### src/exec_pkg.sv
`default_nettype none

package exec_pkg;

    ////////////////////////////////
    // widths
    ////////////////////////////////

    // data width that the word forms are built around
    localparam int XLEN = 64;

    // register index width on every port
    localparam int REG_ADDR_W = 5;

    ////////////////////////////////
    // encodings
    ////////////////////////////////

    typedef enum logic [4:0] {
        OP_ADD, OP_SUB, OP_SLT, OP_SLTU, OP_XOR, OP_OR, OP_AND,
        OP_SLL, OP_SRL, OP_SRA,
        OP_MUL, OP_MULH, OP_MULHSU, OP_MULHU,
        OP_DIV, OP_DIVU, OP_REM, OP_REMU
    } alu_op_e;

    typedef enum logic [2:0] {
        S_IDLE,
        S_ALU,
        S_MULDIV_WAIT,
        S_ACK,
        S_RELEASE
    } seq_state_e;

    // everything from mul onward runs in the iterative unit
    function automatic logic is_muldiv_op(alu_op_e op);
        return op inside {[OP_MUL:OP_REMU]};
    endfunction

    // ops with a 32-bit form (addw, subw, ..., remuw)
    function automatic logic has_word_form(alu_op_e op);
        return op inside {OP_ADD, OP_SUB, OP_SLL, OP_SRL, OP_SRA,
                          OP_MUL, OP_DIV, OP_DIVU, OP_REM, OP_REMU};
    endfunction

endpackage

`default_nettype wire

### src/exec_sequencer.sv
`timescale 1ns/1ps
`default_nettype none

module exec_sequencer #(
    parameter int REG_COUNT = 32
) (
    input  wire                                 clk,
    input  wire                                 reset,
    // command handshake
    input  wire                                 req,
    input  wire  exec_pkg::alu_op_e             op,
    input  wire                                 word,
    input  wire  [exec_pkg::REG_ADDR_W-1:0]     rd,
    input  wire  [exec_pkg::REG_ADDR_W-1:0]     rs1,
    input  wire  [exec_pkg::REG_ADDR_W-1:0]     rs2,
    input  wire                                 use_imm,
    input  wire  [exec_pkg::XLEN-1:0]           imm,
    output logic                                ack,
    output logic [exec_pkg::XLEN-1:0]           result,
    output logic                                error,
    // register file
    output logic [exec_pkg::REG_ADDR_W-1:0]     rs1_addr,
    output logic [exec_pkg::REG_ADDR_W-1:0]     rs2_addr,
    input  wire  [exec_pkg::XLEN-1:0]           rs1_data,
    input  wire  [exec_pkg::XLEN-1:0]           rs2_data,
    output logic                                we,
    output logic [exec_pkg::REG_ADDR_W-1:0]     waddr,
    output logic [exec_pkg::XLEN-1:0]           wdata,
    // alu
    output logic [exec_pkg::XLEN-1:0]           alu_a,
    output logic [exec_pkg::XLEN-1:0]           alu_b,
    output exec_pkg::alu_op_e                   alu_op,
    output logic                                alu_word,
    input  wire  [exec_pkg::XLEN-1:0]           alu_result,
    // multiply/divide
    output logic                                start,
    output exec_pkg::alu_op_e                   md_op,
    output logic                                md_word,
    output logic [exec_pkg::XLEN-1:0]           md_a,
    output logic [exec_pkg::XLEN-1:0]           md_b,
    input  wire                                 done,
    input  wire  [exec_pkg::XLEN-1:0]           md_result
);

    exec_pkg::seq_state_e               state;
    exec_pkg::alu_op_e                  op_q;
    logic                               word_q;
    logic                               use_imm_q;
    logic                               err_q;
    logic [exec_pkg::REG_ADDR_W-1:0]    rd_q;
    logic [exec_pkg::REG_ADDR_W-1:0]    rs1_q;
    logic [exec_pkg::REG_ADDR_W-1:0]    rs2_q;
    logic [exec_pkg::XLEN-1:0]          imm_q;
    logic [exec_pkg::XLEN-1:0]          operand_b;
    logic                               is_md;
    logic                               alu_wb;
    logic                               cmd_err;

    function automatic logic index_bad(input logic [exec_pkg::REG_ADDR_W-1:0] idx);
        return int'(idx) >= REG_COUNT;
    endfunction

    // bad index or a word flag on an op without a word form
    assign cmd_err = index_bad(rd) || index_bad(rs1) || (!use_imm && index_bad(rs2))
                  || (word && !exec_pkg::has_word_form(op));

    // command fields captured as req is accepted
    always_ff @(posedge clk) begin
        if (state == exec_pkg::S_IDLE && req) begin
            op_q      <= op;
            word_q    <= word;
            rd_q      <= rd;
            rs1_q     <= rs1;
            rs2_q     <= rs2;
            use_imm_q <= use_imm;
            imm_q     <= imm;
        end
    end

    ////////////////////////////////
    // FSM
    ////////////////////////////////

    always_ff @(posedge clk) begin
        if (reset) begin
            state  <= exec_pkg::S_IDLE;
            ack    <= 1'b0;
            error  <= 1'b0;
            err_q  <= 1'b0;
            result <= '0;
        end else begin
            case (state)
                exec_pkg::S_IDLE: if (req) begin
                    err_q <= cmd_err;
                    state <= exec_pkg::S_ALU;
                end
                exec_pkg::S_ALU: if (is_md && !err_q) begin
                    state <= exec_pkg::S_MULDIV_WAIT;
                end else begin
                    result <= err_q ? '0 : alu_result;
                    error  <= err_q;
                    state  <= exec_pkg::S_ACK;
                end
                exec_pkg::S_MULDIV_WAIT: if (done) begin
                    result <= md_result;
                    error  <= 1'b0;
                    state  <= exec_pkg::S_ACK;
                end
                exec_pkg::S_ACK: begin
                    ack   <= 1'b1;
                    state <= exec_pkg::S_RELEASE;
                end
                // hold ack and result for as long as req stays up
                exec_pkg::S_RELEASE: if (!req) begin
                    ack   <= 1'b0;
                    error <= 1'b0;
                    state <= exec_pkg::S_IDLE;
                end
                default: state <= exec_pkg::S_IDLE;
            endcase
        end
    end

    ////////////////////////////////
    // datapath steering
    ////////////////////////////////

    assign is_md     = exec_pkg::is_muldiv_op(op_q);
    assign rs1_addr  = rs1_q;
    assign rs2_addr  = rs2_q;
    assign operand_b = use_imm_q ? imm_q : rs2_data;

    assign alu_a    = rs1_data;
    assign alu_b    = operand_b;
    assign alu_op   = op_q;
    assign alu_word = word_q;

    assign md_a    = rs1_data;
    assign md_b    = operand_b;
    assign md_op   = op_q;
    assign md_word = word_q;
    assign start   = state == exec_pkg::S_ALU && is_md && !err_q;

    // writes land one edge before ack rises
    assign alu_wb = state == exec_pkg::S_ALU && !is_md && !err_q;
    assign we     = (alu_wb || (state == exec_pkg::S_MULDIV_WAIT && done)) && rd_q != '0;
    assign waddr  = rd_q;
    assign wdata  = (state == exec_pkg::S_MULDIV_WAIT) ? md_result : alu_result;

    a_ack_hold: assert property (
        @(posedge clk) disable iff (reset) $fell(ack) |-> !$past(req)
    ) else $error("ack dropped while req still high");

endmodule

`default_nettype wire

### config.mk
export PLATFORM = sky130hd
export DESIGN_NAME = exec_sequencer
export DESIGN_NICKNAME = d
export VERILOG_FILES = /design/src/exec_pkg.sv /design/src/exec_sequencer.sv
export SDC_FILE = /design/constraint.sdc
export NUM_CORES = 1
export LEC_CHECK = 0
export BUFFER_PORTS_ARGS = -buffer_cell sky130_fd_sc_hd__buf_2
export CORE_AREA = 10 10 288 290
export DETAILED_ROUTE_END_ITERATION = 16
export DIE_AREA = 0 0 298 300
export GPL_ROUTABILITY_DRIVEN = 1
export SYNTH_ARGS = -nofsm -noshare
export SYNTH_HDL_FRONTEND = slang
export SYNTH_SLANG_ARGS = --single-unit
### constraint.sdc
create_clock -name clk -period 18.3 [get_ports clk]
set_clock_uncertainty 0.1 [all_clocks]
set_input_delay 0.915 -clock clk [delete_from_list [all_inputs] [get_ports clk]]
set_output_delay 0.915 -clock clk [all_outputs]
set_load 0.02 [all_outputs]
==> results of run 1 <==
## registers in the layout, summed over array words and instances, names as in the netlist
signal,cells
ack,1
alu_op,5
alu_word,1
err_q,1
error,1
imm_q,64
result,64
rs1_addr,5
rs2_addr,5
state,3
use_imm_q,1
waddr,5
## Yosys cell counts
cell type | number | share of area
nor2b_1 | 1 | 0.00063
nand3b_1 | 1 | 0.00076
nor3b_4 | 1 | 0.0019
a2bb2oi_1 | 1 | 0.00088
dfxtp_1 | 70 | 0.14
o311ai_0 | 1 | 0.00088
buf_6 | 7 | 0.0079
a211oi_1 | 2 | 0.0015
a22oi_1 | 2 | 0.0015
a21oi_1 | 3 | 0.0015
o32ai_1 | 1 | 0.00088
nor3_1 | 5 | 0.0025
mux2i_1 | 65 | 0.066
nand2_1 | 3 | 0.0011
nand3_1 | 1 | 0.00050
nor3b_1 | 64 | 0.048
clkbuf_1 | 29 | 0.011
mux2_2 | 130 | 0.15
or2_2 | 2 | 0.0013
nand2b_1 | 70 | 0.044
buf_2 | 21 | 0.011
buf_4 | 199 | 0.15
buf_1 | 2 | 0.00076
and2_1 | 65 | 0.041
o21bai_1 | 65 | 0.049
a31oi_1 | 1 | 0.00063
edfxtp_1 | 86 | 0.26
xnor2_1 | 2 | 0.0018
a21o_1 | 2 | 0.0015
nor2_1 | 7 | 0.0026
## layer usage
metal	vias to the layer above	share of wire	track usage
li1	3640	-	-
met1	3587	0.38	0.1124
met2	645	0.47	0.1804
met3	107	0.13	0.06237
met4	6	0.029	0.03387
met5	-	0.00067	0
## final timing paths
path	startpoint	end	slack, ps	cells after the start
setup / recovery	state[1]	wdata[39]	13870	5
hold / removal	result[48]	result[48]	370	2
setup reg to reg	alu_op[1]	result[19]	15140	5
hold reg to reg	result[48]	result[48]	370	2
## logic make-up (layout without fill, tap and decap cells)
kind of cell    count (synthesis)  after routing
simple gates                  220            220
flops                         156            156
xor+xnor                        2              2
buf+inv                       258            609
compound gates                 78             78
mux                           195            195
other cells                     0              4
## through the flow
step           hold slack, ps  utilization
2_1_floorplan           415.1            -
3_3_place_gp            357.5       0.1604
3_5_place_dp            366.1       0.1604
4_1_cts                 379.0       0.1681
5_1_grt                 387.3       0.1681
6_report                374.3       0.1683
## layout make-up
cell class,count,area (um2)
fill,8671,64110
tap,1040,1301
antenna,4,10.01
timing repair buffer,577,2913
multi-input combinational,495,4163
clock inverter,14,170.2
sequential,156,3985
clock buffer,18,429.2
## tightest hold or removal path, delay by kind of cell, from the launching register on
kind | cells | cell delay, ps
mux | 1 | 60
simple gates | 1 | 60
flops | 1 | 310
## power by group
part / switching, mW / leakage [nW] / internal [mW] / total [mW]
registers: 0.0287 / 1.39 / 0.440 / 0.468
clock network: 0.169 / 0.287 / 0.215 / 0.385
logic: 0.375 / 4.18 / 0.221 / 0.596
==> impl_metrics.toml, run 1 <==
[worst_setup_path]
crit_buf_inv = 3
arrival_ps = 3410
end_kind = "output port"
critPathMaxFanout = 104
critPathRequiredTime_ps = 17280
cpMaxStageDelayCell = "buf_4"
critPathMostFrequentCell = "buf_4"
cp-start-kind = "flip-flop"
max_stage_delay_ps = 840
path_class = "reg2out"
crit_chain = "nor3b_4, buf_4, buf_4, mux2_2, buf_2"
cp_top_family = "buffers and inverters"

[sta]
slew-limit-headroom = 0.3284
fin_crit_sh = 0.2420
setup_ws_ps = 13870
drv_slew = 0
hold_violations = 0
min_period_ps = 4429
rsz0062_at_grt = "no"
fin_tns_setup_ps = 0
finalSetupViolCount = 0
tightest_slew_ps = 979.4
fmax_mhz = 225.8

[yosys]
synth_area_per_cell_um2 = 10.92
postSynthCellCount = 909
ys_ff_latch = 156
synth_nets = 1255
yosys.area_share.simple = 0.1448
synth_xor_xnor_area_share = 0.001764
ys_warn_count = 0
yosys.area_share.adder = 0
yosys-mux-area-fraction = 0.2130
synth_compound_area_frac = 0.05848
netlist_area_um2 = 9928
synth_top_family_by_area = "multiplexers"
ys_types = 30
yosysSeqAreaShare = 0.4013

[detailed_routing]
vias = 7985
wl_mm = 50.39
drt-initial-drc-count = 216
ant_nets = 0
drcViolationCount = 0
routedWlPerCell_um = 21.87
vias_per_cell = 3.466
first_pass_iters = 4

[clock_tree]
cts_root_buf = "clkbuf_16"
h-tree-depth = 4
clock_sinks = 156
ctsHoldBuffers = 0
tritoncts = "built"
numCtsBuffers = 17
clk_pin_slew_ps = 70
cts_setup_buffers = 0
clk_latency_ps = 470
clockBufferDepth = 2
post_cts_resize_count = 0

[global_routing]
grt_pass1_vias = 8647
grt_max_degree = 105
grt_pass1_wl_mm = 67.65
grt_overflow = 0
grtUsageTotal = 0.1076
grt_antenna_before_repair = 39

[pwr]
p_leak_nw = 5.855
ir_worst_vdd_mv = 0.06253
total_power_mw = 1.449
power_density_nw_per_um2 = 111.7

[place]
gp_congestion = 0.8624
dp.cells = 2268
dp_hpwl_mm = 42.96
port_buffers = 568
place_area_um2 = 12360
place_ws_ps = 14380

[cells_and_area]
layout_commonest_cell = "buf_2"
fin_nets = 1593
layout_common_cells = "buf_2, mux2_2, edfxtp_1"
final_area_um2 = 12970
fin_cells = 2304
drive_gt1_frac = 0.5889
syn_to_final_growth_pct = 30.65

[floorplan]
fp.dieW_um = 298
die_area_um2 = 89400
core-area_um2 = 77080
pin_count = 761
start_util = 0.1288
chipHeight_um = 300
rows = 102

[hold_path]
hold_path_class = "reg2reg"

[run]
maxCapViolCount = 0

[run_status]
outcome = "completed"
Note: power is estimated with default switching activity, not from simulation.
==> run 2, diff against run 1 <==
Settings changed: CORE_AREA 10 10 288 290 to 10 10 290 292, DIE_AREA 0 0 298 300 to 0 0 300 302.
Clock period 18.3 ns to 3.7 ns, I/O delays scaled along.
==> run 2 against run 1 <==
Net effect:
- count of clock-buffer cells in the layout decreased by 1
- wire length increased by 1.2%
- hold slack got worse by 330 ps
- via count increased by 6.2%
- non-clock buffer count increased by 116
- utilization increased by 1.3 points
- global-route usage decreased by 0.063 points
- first-iteration DRC count increased by 58%
- combinational power increased to 5.2 times the previous value
- critical endpoint is now wdata[0]
- die area increased by 1.3%
- register-to-register slack got worse by 14000 ps
- clock power increased to 5.0 times the previous value
==> impl_metrics.toml, run 2 (synthesized netlist as in run 1, its figures left out) <==
[run_status]
outcome = "completed"

[sta]
tightest_slew_ps = 1115
finalSetupViolCount = 0
fmax_mhz = 354.9
fin_tns_setup_ps = 0
rsz0062_at_grt = "no"
fin_crit_sh = 0.7615
drv_slew = 0
min_period_ps = 2818
hold_violations = 0
slew-limit-headroom = 0.2476

[floorplan]
die_area_um2 = 90600
start_util = 0.1267
core-area_um2 = 78360
rows = 103
chipHeight_um = 302
pin_count = 761
fp.dieW_um = 300

[cells_and_area]
layout_commonest_cell = "buf_2"
top_regs = "imm_q (64), result (64)"
fin_cells = 2433
fill_cells = 8630
layout_common_cells = "buf_2, mux2_2, dlygate4sd3_1"
fin_util = 0.1815
fin_nets = 1709
drive_gt1_frac = 0.5422
syn_to_final_growth_pct = 43.28

[detailed_routing]
wl_mm = 50.98
vias = 8478
drt-initial-drc-count = 342
vias_per_cell = 3.485
drcViolationCount = 0
first_pass_iters = 4
routedWlPerCell_um = 20.96
ant_nets = 0

[global_routing]
grt_antenna_before_repair = 23
grt_pass1_wl_mm = 68.44
grt_overflow = 0
grtUsageTotal = 0.1070
grt_pass1_vias = 9006
grt_max_degree = 145

[place]
dp_hpwl_mm = 41.84
gp_congestion = 0.8260
dp.cells = 2279
port_buffers = 568

[pwr]
ir_worst_vdd_mv = 0.3416
power_density_nw_per_um2 = 518.4
p_leak_nw = 6.369
total_power_mw = 7.375

[clock_tree]
clk_pin_slew_ps = 80
clockBufferDepth = 2
tritoncts = "built"
cts_setup_buffers = 0
h-tree-depth = 4
cts_root_buf = "clkbuf_16"
clk_latency_ps = 470
numCtsBuffers = 17
clock_sinks = 156

[worst_setup_path]
crit_buf_inv = 2
path_class = "reg2out"
cp_top_family = "buffers and inverters"
crit_chain = "nor3b_4, buf_12, mux2_2, buf_2"
critPathMaxFanout = 144
arrival_ps = 2530
max_stage_delay_ps = 500
end_kind = "output port"
critPathRequiredTime_ps = 3410
cp-start-kind = "flip-flop"
cpMaxStageDelayCell = "dfxtp_1"

[hold_path]
hold_path_class = "in2reg"

[run]
maxCapViolCount = 0
## run 2: final cells by class
| class | instances | area [um2] | share of cell area |
|---|---|---|---|
| multi-input cells | 495 | 4169 | 0.2931 |
| repair buffers | 693 | 4134 | 0.2906 |
| flip-flops and latches | 156 | 3988 | 0.2803 |
| well taps | 1050 | 1314 | 0.09236 |
| clock buffers | 17 | 425.4 | 0.02991 |
| clock inverters | 15 | 177.7 | 0.01249 |
| diodes | 7 | 17.52 | 0.001231 |
## run 2: timing repair
action                    4_1_cts  5_1_grt
resized for setup               0        0
hold buffers                  115        0
hold endpoints to repair      115        0
## run 2: stage by stage
stage	setup slack (ps)	hold slack, ps	cell area, um2
after floorplan	49.39	183.9	9940
after global placement	1256	261.8	12450
after detailed placement	1167	263.1	12450
after CTS	850.1	0.1630	14210
after global routing	764.6	21.05	14210
final	882.5	40.68	14220
## run 2: where the power goes
| group | switching (mW) | internal, mW |
|---|---|---|
| Combinational | 1.91 | 1.20 |
| Clock | 0.905 | 1.02 |
| Sequential | 0.163 | 2.17 |
## run 2: worst register-to-register path: cells and delay by family, from the launching register on
family | cells | cell delay (ps)
AO/OA/AOI/OAI | 1 | 310
multiplexers | 2 | 780
flip-flops | 1 | 410
AND/OR/NAND/NOR | 1 | 340
buffers and inverters | 1 | 430
## run 2: layer usage
metal,share of wire,GRT usage,vias to the layer above
met2,0.45,0.1715,635
met1,0.40,0.1186,3871
li1,-,-,3882
met4,0.032,0.03953,3
met3,0.12,0.05661,87
met5,0.0016,0.006346,-
## run 2: final timing paths
path / to / cells after the start / slack [ps] / startpoint
worst max-delay path: wdata[0] / 4 / 880 / state[1]
worst min-delay path: result[6] / 4 / 40 / md_result[6]
worst max register to register: result[55] / 5 / 1280 / alu_op[1]
worst min register to register: result[43] / 2 / 370 / result[43]
==> run 3, diff against run 2 <==
Clock period 3.7 ns to 2.4 ns, I/O delays scaled along.
==> run 3 against run 2 <==
Net effect:
- register-to-register slack worse by 1100 ps
- flip-flop and latch count unchanged
- first-iteration DRC count down 24%
- global-route usage down 0.38 points
- die area unchanged
- combinational power up 74%
- clock power up 37%
- design area up 8.2%
- wire length down 3.6%
- critical path depth up 2
- via count up 4.1%
- total power up 58%
==> impl_metrics.toml, run 3 (synthesized netlist as in run 1, its figures left out) <==
[clock_tree]
cts_root_buf = "clkbuf_16"
clock_sinks = 156
h-tree-depth = 4
numCtsBuffers = 17
clockBufferDepth = 2
clk_latency_ps = 470
clk_pin_slew_ps = 70
tritoncts = "built"

[global_routing]
grt_overflow = 0
grt_pass1_wl_mm = 67.26
grt_max_degree = 67
grt_antenna_before_repair = 16
grtUsageTotal = 0.1032
grt_pass1_vias = 9430

[floorplan]
chipHeight_um = 302
fp.dieW_um = 300
pin_count = 761
rows = 103
start_util = 0.1267
die_area_um2 = 90600
core-area_um2 = 78360

[worst_setup_path]
arrival_ps = 2120
critical_path.endpoint = "wdata[62]"
critPathRequiredTime_ps = 2180
rr_worst_depth = 8
cp-start-kind = "flip-flop"
cpMaxStageDelayCell = "dfxtp_4"
crit_chain = "nor3b_4, buf_12, buf_12, buf_16, mux2_2, buf_2"
end_kind = "output port"
max_stage_delay_ps = 360
critPathMaxFanout = 27
rrSetupSlack_ps = 170
worstReg2RegStart = "state[2]"
path_class = "reg2out"
startpoint = "state[2]"
crit_buf_inv = 4
r2r-end = "result[41]"
cp_top_family = "buffers and inverters"
critPathMostFrequentCell = "buf_12"
cp.depth = 6

[detailed_routing]
first_pass_iters = 4
routedWlPerCell_um = 19.36
drt-initial-drc-count = 260
wl_mm = 49.14
vias_per_cell = 3.476
vias = 8822
ant_nets = 0
drcViolationCount = 0

[cells_and_area]
fin_util = 0.1964
top_regs = "imm_q (64), result (64)"
layout_commonest_cell = "buf_2"
multi_input_area_um2 = 4202
seq_area_um2 = 3996
syn_to_final_growth_pct = 55.04
layout_common_cells = "buf_2, dlygate4sd3_1, mux2_2"
fill_cells = 8586
fin_nets = 1818
drive_gt1_frac = 0.5239

[run]
maxCapViolCount = 0

[pwr]
power_density_nw_per_um2 = 755.1
p_sw_frac = 0.3975
pwr-share-clk = 0.228
p_leak_nw = 6.821
switchingPower_mw = 4.620
power_frac_comb = 0.466
total_power_mw = 11.62
ir_worst_vdd_mv = 0.5248
power.internal_mw = 7.003
seqPwrFrac = 0.305

[sta]
hold_violations = 0
tightest_slew_ps = 626.8
drv_slew = 0
finalSetupViolCount = 0
fin_tns_setup_ps = 0
slew-limit-headroom = 0.5808
fin_crit_sh = 0.9743
fmax_mhz = 427.7
min_period_ps = 2338
rsz0062_at_grt = "yes"

[place]
port_buffers = 568
dp_hpwl_mm = 38.88
gp_congestion = 0.7860

[hold_path]
hold_path_class = "in2reg"

[run_status]
outcome = "completed"
## run 3: changes by cell type in the layout (fill, tap and decap cells not counted), sizes merged
cell | before | now
dlygate4sd3 | 115 | 194
buf | 578 | 607
inv | 9 | 3
clkbuf | 17 | 21
diode | 7 | 3
clkinv | 2 | 5
bufinv | 2 | 0
clkinvlp | 2 | 4
## run 3: layout make-up
cell class                      instances  share of cell area
Clock inverter                         12            0.005934
Sequential cell                       156              0.2596
Antenna cell                            3           0.0004877
Clock buffer                           20             0.02837
Timing Repair Buffer                  802              0.3473
Tap cell                             1050             0.08535
Multi-Input combinational cell        495              0.2730
## run 3: what timing repair did
action	CTS	global route
resized for setup	11	17
hold endpoints to repair	151	0
gates cloned	3	1
hold buffers	194	0
pin swaps	1	1
setup buffers	7	2
setup endpoints to repair	61	55
## run 3: power groups by stage
stage	clock (mW)	combinational, mW	sequential [mW]
floorplan	0	3.28	3.90
global placement	0	4.84	3.60
detailed placement	0	4.84	3.62
CTS	2.86	5.45	3.55
global route	2.92	5.83	3.60
finish	2.65	5.42	3.55
## run 3: routing by layer
metal,share of wire,track usage
met5,0.0017,0.004759
met4,0.029,0.04108
met3,0.13,0.06269
met2,0.44,0.1612
met1,0.40,0.1121
## run 3: how the worst min path moves through the flow
| stage | endpoint | cells after the start | startpoint |
|---|---|---|---|
| 2_1_floorplan | alu_op[0] | 0 | op[0] |
| 3_3_place_gp | alu_a[51] | 0 | rs1_data[51] |
| 3_5_place_dp | alu_a[51] | 0 | rs1_data[51] |
| 4_1_cts | result[55] | 4 | alu_result[55] |
| 5_1_grt | result[55] | 4 | alu_result[55] |
| 6_report | result[10] | 4 | alu_result[10] |
## run 3: worst register-to-register path, cell delays in order, from the launching register on
cell,delay (ps)
dfxtp_4,360
nor3b_4,240
buf_12,170
buf_12,150
buf_12,200
and2_1,160
o21bai_1,80
dlygate4sd3_1,560
mux2i_1,130
## run 3: per-stage QoR
stage          std cells  hold WS, ps  cell area (um2)  worst slack (ps)
3_5_place_dp        2297        140.2            12640             268.9
3_3_place_gp        2297        140.2            12640             314.1
6_report            2538        54.57            15390             61.65
2_1_floorplan        909        118.9             9951             -1232
4_1_cts             2533        1.815            15310             2.334
5_1_grt             2535        38.48            15380            -42.80
